==> src/common/upPkg.sv <==
package upPkg;

	typedef logic [7:0] byteT;
	typedef logic [7:0] addrT;

	// Opcode byte of a two-byte instruction
	typedef enum logic [7:0] {
		LDI = 8'h10,
		LDA = 8'h20,
		STA = 8'h30,
		ADD = 8'h40,
		SUB = 8'h50,
		AND = 8'h60,
		JMP = 8'h70,
		JZ  = 8'h80,
		HLT = 8'hF0
	} opcodeT;

	typedef enum logic [1:0] {
		HALTED,
		FETCH,
		OPERAND,
		EXECUTE
	} coreStateT;

	typedef struct packed {
		addrT addr;
		byteT wdata;
		logic we;
	} memReqT;

	typedef struct packed {
		logic        psel;
		logic        penable;
		logic        pwrite;
		logic [8:0]  paddr;
		logic [31:0] pwdata;
	} apbReqT;

	typedef struct packed {
		logic [31:0] prdata;
		logic        pready;
		logic        pslverr;
	} apbRspT;

	// Host register offsets above the memory window
	localparam logic [8:0] regAddrCtrl   = 9'h100;
	localparam logic [8:0] regAddrStatus = 9'h104;

endpackage

==> src/hdl/upMemory.sv <==
`timescale 1ns/1ps

module upMemory import upPkg::*; #(
	parameter addrT portAddr = 8'd127
) (
	input  logic   clk,
	input  logic   nRst,
	input  memReqT hostReq,
	input  memReqT coreReq,
	input  logic   hostOwn,
	output byteT   rdata,
	output byteT   portOut
);

	byteT   mem [256];
	memReqT req;

	// The host owns the memory whenever the core is halted
	assign req = hostOwn ? hostReq : coreReq;

	assign rdata   = mem[req.addr];
	assign portOut = mem[portAddr];

	always_ff @(posedge clk or negedge nRst) begin
		if (!nRst) begin
			for (int i = 0; i < 256; i++) begin
				mem[i] <= 8'h00;
			end
			// Boot image writes 0x5A to the output port and halts
			mem[0] <= LDI;
			mem[1] <= 8'h5A;
			mem[2] <= STA;
			mem[3] <= portAddr;
			mem[4] <= HLT;
			mem[5] <= 8'h00;
		end else if (req.we) begin
			mem[req.addr] <= req.wdata;
		end
	end

	// A running core never shares the port with the host
	coreWriteOnlyWhenRunning: assert property (
		@(posedge clk) disable iff (!nRst)
		hostOwn |-> !coreReq.we
	) else $error("core write while host owns memory");

endmodule

==> src/core/upCore.sv <==
`timescale 1ns/1ps

module upCore import upPkg::*; (
	input  logic   clk,
	input  logic   nRst,
	input  logic   start,
	input  byteT   rdata,
	output memReqT coreReq,
	output logic   halted,
	output byteT   acc,
	output logic   zero,
	output addrT   pc
);

	coreStateT state;
	opcodeT    opcode;
	byteT      operand;
	byteT      accNext;
	logic      accWrite;

	assign halted = (state == HALTED);

	// Memory request for the current phase
	always_comb begin
		coreReq.addr  = pc;
		coreReq.wdata = acc;
		coreReq.we    = 1'b0;
		case (state)
			OPERAND: coreReq.addr = addrT'(pc + 8'd1);
			EXECUTE: begin
				coreReq.addr = operand;
				coreReq.we   = (opcode == STA);
			end
			default: coreReq.addr = pc;
		endcase
	end

	// Accumulator result from mem[operand], which rdata holds in EXECUTE
	always_comb begin
		accNext  = acc;
		accWrite = 1'b1;
		case (opcode)
			LDI:     accNext = operand;
			LDA:     accNext = rdata;
			ADD:     accNext = byteT'(acc + rdata);
			SUB:     accNext = byteT'(acc - rdata);
			AND:     accNext = acc & rdata;
			default: accWrite = 1'b0;
		endcase
	end

	// Opcode and operand latched from memory
	always_ff @(posedge clk) begin
		if (state == FETCH) begin
			opcode <= opcodeT'(rdata);
		end
		if (state == OPERAND) begin
			operand <= rdata;
		end
	end

	always_ff @(posedge clk or negedge nRst) begin
		if (!nRst) begin
			state <= HALTED;
			pc    <= 8'h00;
			acc   <= 8'h00;
			zero  <= 1'b0;
		end else begin
			case (state)
				HALTED: begin
					if (start) begin
						state <= FETCH;
						pc    <= 8'h00;
					end
				end
				FETCH: state <= OPERAND;
				OPERAND: state <= EXECUTE;
				EXECUTE: begin
					if (accWrite) begin
						acc  <= accNext;
						zero <= (accNext == 8'h00);
					end
					case (opcode)
						LDI, LDA, STA, ADD, SUB, AND: begin
							pc    <= addrT'(pc + 8'd2);
							state <= FETCH;
						end
						JMP: begin
							pc    <= operand;
							state <= FETCH;
						end
						JZ: begin
							pc    <= zero ? operand : addrT'(pc + 8'd2);
							state <= FETCH;
						end
						// HLT and unknown opcodes stop the core
						default: state <= HALTED;
					endcase
				end
				default: state <= HALTED;
			endcase
		end
	end

	stateLegal: assert property (
		@(posedge clk) disable iff (!nRst)
		!$isunknown(state) && (state inside {HALTED, FETCH, OPERAND, EXECUTE})
	) else $error("core state illegal");

	// Stores come only from EXECUTE and the core then fetches the next instruction
	writeOnlyInExecute: assert property (
		@(posedge clk) disable iff (!nRst)
		coreReq.we |-> (state == EXECUTE) ##1 (state == FETCH)
	) else $error("core write outside EXECUTE");

endmodule

==> src/hdl/apbHostPort.sv <==
`timescale 1ns/1ps

module apbHostPort import upPkg::*; (
	input  logic   clk,
	input  logic   nRst,
	input  apbReqT apbReq,
	output apbRspT apbRsp,
	input  logic   halted,
	input  byteT   acc,
	input  logic   zero,
	input  addrT   pc,
	input  byteT   rdata,
	output memReqT hostReq,
	output logic   hostOwn,
	output logic   start
);

	logic        access;
	logic        memWin;
	logic        isCtrl;
	logic        isStatus;
	logic [31:0] statusWord;

	assign access   = apbReq.psel & apbReq.penable;
	assign memWin   = ~apbReq.paddr[8];
	assign isCtrl   = (apbReq.paddr == regAddrCtrl);
	assign isStatus = (apbReq.paddr == regAddrStatus);

	assign statusWord = {8'h00, pc, acc, 6'b0, zero, halted};

	assign hostOwn = halted;

	// Memory writes land at the edge ending the access cycle
	assign hostReq.addr  = apbReq.paddr[7:0];
	assign hostReq.wdata = apbReq.pwdata[7:0];
	assign hostReq.we    = access & apbReq.pwrite & memWin & halted;

	assign start = access & apbReq.pwrite & isCtrl & apbReq.pwdata[0] & halted;

	assign apbRsp.pready = 1'b1;

	// Memory is locked while running, and holes in the map fault
	assign apbRsp.pslverr = access & ((memWin & ~halted) | (~memWin & ~isCtrl & ~isStatus));

	always_comb begin
		apbRsp.prdata = 32'h0;
		if (access && !apbReq.pwrite) begin
			if (memWin) begin
				if (halted) begin
					apbRsp.prdata = {24'h0, rdata};
				end
			end else if (isStatus) begin
				apbRsp.prdata = statusWord;
			end
		end
	end

	// A faulting access cycle has no side effect on memory or the core
	errOnlyInAccess: assert property (
		@(posedge clk) disable iff (!nRst)
		apbRsp.pslverr |-> (apbReq.psel && apbReq.penable) && !hostReq.we && !start
	) else $error("pslverr outside access cycle");

	// A start pulse must find the core halted, and the core leaves HALTED next
	startOnlyWhenHalted: assert property (
		@(posedge clk) disable iff (!nRst)
		start |-> halted ##1 !halted
	) else $error("start while core running");

endmodule

==> src/hdl/upSystem.sv <==
`timescale 1ns/1ps

module upSystem import upPkg::*; #(
	parameter addrT portAddr = 8'd127
) (
	input  logic   clk,
	input  logic   nRst,
	input  apbReqT apbReq,
	output apbRspT apbRsp,
	output byteT   portOut
);

	memReqT hostReq;
	memReqT coreReq;
	logic   hostOwn;
	logic   start;
	logic   halted;
	logic   zero;
	byteT   acc;
	byteT   rdata;
	addrT   pc;

	apbHostPort uHost (
		.clk     (clk),
		.nRst    (nRst),
		.apbReq  (apbReq),
		.apbRsp  (apbRsp),
		.halted  (halted),
		.acc     (acc),
		.zero    (zero),
		.pc      (pc),
		.rdata   (rdata),
		.hostReq (hostReq),
		.hostOwn (hostOwn),
		.start   (start)
	);

	upCore uCore (
		.clk     (clk),
		.nRst    (nRst),
		.start   (start),
		.rdata   (rdata),
		.coreReq (coreReq),
		.halted  (halted),
		.acc     (acc),
		.zero    (zero),
		.pc      (pc)
	);

	upMemory #(
		.portAddr (portAddr)
	) uMem (
		.clk     (clk),
		.nRst    (nRst),
		.hostReq (hostReq),
		.coreReq (coreReq),
		.hostOwn (hostOwn),
		.rdata   (rdata),
		.portOut (portOut)
	);

endmodule

==> config.mk <==
export PLATFORM = sky130hd
export DESIGN_NAME = upSystem
export DESIGN_NICKNAME = d
export VERILOG_FILES = /design/src/common/upPkg.sv /design/src/hdl/upMemory.sv /design/src/core/upCore.sv /design/src/hdl/apbHostPort.sv /design/src/hdl/upSystem.sv
export SDC_FILE = /design/constraint.sdc
export NUM_CORES = 2
export LEC_CHECK = 0
export BUFFER_PORTS_ARGS = -buffer_cell sky130_fd_sc_hd__buf_2
export CORE_MARGIN = 3
export CORE_UTILIZATION = 49
export CTS_BUF_LIST = sky130_fd_sc_hd__clkbuf_4 sky130_fd_sc_hd__clkbuf_8
export DETAILED_ROUTE_END_ITERATION = 16
export GPL_ROUTABILITY_DRIVEN = 1
export PLACE_DENSITY = 0.75
export SKIP_LAST_GASP = 1
export SLEW_MARGIN = 20
export SYNTH_ARGS = -nofsm -noshare
export SYNTH_HDL_FRONTEND = slang
export SYNTH_SLANG_ARGS = --single-unit
==> constraint.sdc <==
create_clock -name clk -period 12.37 [get_ports clk]
set_input_delay 0 -clock clk [delete_from_list [all_inputs] [get_ports clk]]
set_output_delay 0 -clock clk [all_outputs]
set_load 0.01 [all_outputs]
==> flow_summary.json <==
{
  "final_cell_mix": "2049 x dfrtp_1, 1545 x a21oi_1, 1487 x nor2_1, 1067 x nand2_1, 722 x o21ai_0",
  "rsz0062_at_grt": "no",
  "combPwrFrac_pct": 41.2,
  "fin_cells": 12370,
  "p_int_mw": 13.12,
  "cp_max_fo": 117,
  "antenna_found_initial": 16,
  "initial_core_util_pct": 49.53,
  "htreeDepth": 5,
  "min_path_cells": 5,
  "post-route-period-util_pct": 75.02,
  "crit_slowest_cell": "a2111oi_0",
  "slew_headroom_pct": 0.3701,
  "viasPerCell": 6.455,
  "placed_cell_area_um2": 97280,
  "p_seq_share_pct": 32.1,
  "p_leak_nw": 45.73,
  "dp_hpwl_um": 181400,
  "status": "finished with violations",
  "postCtsSetupBuffers": 0,
  "finalPower_mw": 23.03,
  "ctsHoldBuffers": 19,
  "path_class": "reg2reg",
  "cts.sinks": 2083,
  "pwr-share-clk_pct": 26.7,
  "cts_tree": "built",
  "netlist_area_um2": 95880,
  "ant_nets": 0,
  "period_needed_ns": 9.280,
  "numCtsBuffers": 342,
  "hold_start": "apbReq[4]",
  "max_freq_mhz": 107.8,
  "drv_cap": 1,
  "drive_gt1_share_pct": 13.12,
  "place.gp.congestion": 0.9344,
  "r2r-start": "uCore.state[0]$_DFFE_PN0P_",
  "final-setup-viol-count": 0,
  "drt_iter0_drc": 10950,
  "hold_viol_final": 0,
  "io_buffers": 54,
  "whs_endpoint": "uMem.mem[988]$_DFFE_PN0P_",
  "syn_area_per_cell_um2": 9.684,
  "worst_pin_slew_ns": 1.482,
  "syn_inst": 9901,
  "cts_resized": 0,
  "grt_pass1_wl_um": 465400,
  "grt_usage_pct": 30.04,
  "worstPathArrival_ns": 10.28,
  "cts_buffer_depth": 4,
  "ys.flop_type": "dfrtp_1",
  "dp.cells": 11770,
  "rrSetupSlack_ns": 3.09,
  "root_buffer": "clkbuf_8",
  "hold_path.class": "in2reg",
  "drt-total-wl_um": 307200,
  "rows": 161,
  "max_stage_delay_ns": 0.91,
  "final_area_um2": 104800,
  "die_area_um2": 201000,
  "syn2layout_area_growth_pct": 9.284,
  "hold_slack_ns": 0.09336,
  "worst_skew_pair.late_latency_ns": 1.10,
  "ys_types": 90,
  "die_w_um": 448.4,
  "crit_buf_inv": 5,
  "cp_top_family": "compound AO/OA/AOI/OAI gates",
  "routedWlPerCell_um": 24.85,
  "vias": 79820,
  "clkTransAtPathRegs_ns": 0.06,
  "fin_util_pct": 54.13,
  "seq_area_frac_synth_pct": 54.47,
  "fin_nets": 9592,
  "setup_slack_ns": 3.090,
  "timing.rr.end": "uCore.zero$_DFFE_PN0P_",
  "grt-ovfl-total": 0,
  "postSynthRegisterBits": 2083,
  "place_ws_ns": 3.448,
  "switchingPower_mw": 9.905,
  "fill_cells": 16350,
  "power_density_nw_per_um2": 219.8,
  "setup-tns-final_ns": 0,
  "violations": "capacitance limit",
  "layout_commonest_cell": "dfrtp_1",
  "power.share.switching_pct": 43.01,
  "core_area_um2": 193600,
  "drt_first_pass_iters": 7,
  "grt_pass1_vias": 77040,
  "ios": 88,
  "drv_slew": 0,
  "synth-edff-count": 16,
  "finClkSkew_ns": 0.09534,
  "ys_warn_count": 0,
  "irDropWorstVdd_mv": 0.3758,
  "dieHeight_um": 448.4,
  "reg2reg_depth": 27,
  "cp-end-kind": "flop",
  "required_ns": 13.37,
  "async_flop_share_pct": 99.23,
  "grt_max_degree": 195,
  "start_kind": "flop",
  "drc_errors": 0
}
tightest hold or removal path, cell delays in order:
cell	delay, ns
dlygate4sd3_1	0.52
buf_2	0.12
mux2i_4	0.06
buf_4	0.24
o21ai_0	0.20
kinds of logic (layout without fill, tap and decap cells):
group | Yosys count | in the layout | share of synthesized area, %
adders and majority gates | 17 | 17 | 0.2297
AOI/OAI and AO/OA | 3294 | 3294 | 21.17
muxes | 441 | 441 | 7.130
xor gates and xnor gates | 17 | 17 | 0.1553
buffers and inverters | 1124 | 965 | 4.853
and+or+nand+nor | 2923 | 2923 | 11.99
DFF | 2083 | 2083 | 54.47
other | 2 | 17 | 0.007832
final cells by class:
| cell class | count | area [um^2] | area share (%) |
|---|---|---|---|
| multi-input combinational | 6701 | 39670 | 37.86 |
| antenna | 8 | 20.02 | 0.01911 |
| tap | 2608 | 3263 | 3.114 |
| inverter | 165 | 619.3 | 0.5911 |
| clock inverter | 34 | 294.0 | 0.2806 |
| sequential | 2083 | 52230 | 49.84 |
| timing repair buffer | 236 | 2133 | 2.036 |
| clock buffer | 530 | 6556 | 6.257 |
worst max-delay path by stage:
| stage | depth (start not counted) | slack, ns | endpoint | from |
|---|---|---|---|---|
| after global routing | 26 | 2.77 | uCore.zero$_DFFE_PN0P_ | uCore.state[0]$_DFFE_PN0P_ |
| after detailed placement | 27 | 3.45 | uCore.zero$_DFFE_PN0P_ | uCore.state[0]$_DFFE_PN0P_ |
| after floorplan | 30 | 6.44 | uCore.acc[7]$_DFFE_PN0P_ | uCore.state[0]$_DFFE_PN0P_ |
| after CTS | 27 | 3.40 | uCore.zero$_DFFE_PN0P_ | uCore.state[0]$_DFFE_PN0P_ |
| after global placement | 26 | 3.51 | uCore.zero$_DFFE_PN0P_ | uCore.state[0]$_DFFE_PN0P_ |
| final | 27 | 3.09 | uCore.zero$_DFFE_PN0P_ | uCore.state[0]$_DFFE_PN0P_ |
synthesized netlist by cell type (12+ instances only):
cell type	number	share of area [%]
o221ai_1	129	1.2
and3_1	19	0.12
nor2_1	1620	6.3
o22ai_1	45	0.29
a21oi_1	1546	8.1
a22oi_1	80	0.63
mux2i_1	143	1.5
buf_4	49	0.38
a221oi_1	160	1.5
dfstp_2	18	0.49
clkbuf_1	744	2.9
o41ai_1	16	0.15
buf_6	17	0.20
o2111ai_1	257	2.3
edfxtp_1	16	0.50
nor3_1	19	0.099
o211ai_1	32	0.25
buf_1	51	0.20
a2111oi_0	47	0.43
mux2_2	115	1.4
nand3_1	92	0.48
nor4_1	30	0.20
nand2_1	1068	4.2
o21ai_0	722	3.8
dfrtp_1	2049	53
xnor2_1	13	0.12
a2bb2oi_1	13	0.12
ha_1	16	0.21
a22o_1	15	0.14
mux4_2	182	4.3
o2111a_1	88	1.0
and2_1	17	0.11
a41oi_1	29	0.26
nand4_1	12	0.078
inv_1	164	0.64
buf_2	98	0.51
registers in the layout, summed over array words and instances (netlist names):
signal,flops
uCore.zero,1
uCore.state,2
uMem.portOut,8
uCore.operand,8
uCore.opcode,8
uMem.mem,2040
uCore.pc,8
uCore.acc,8
routing by layer:
metal  wire length, um  share of wire, %  track usage (%)
met1            117000                38            40.09
met2            133500                43            43.67
met3             38780                13            9.611
met4             17860               5.8            16.28
met5               109             0.035                0
power groups by stage:
stage	Combinational [mW]	Clock [mW]	Sequential, mW
finish	9.48	6.16	7.39
global route	9.78	6.52	7.41
CTS	9.05	6.21	7.38
detailed placement	9.01	0	7.50
global placement	8.96	0	7.48
floorplan	5.91	0	7.42
Power figures use the tool's default switching activity.
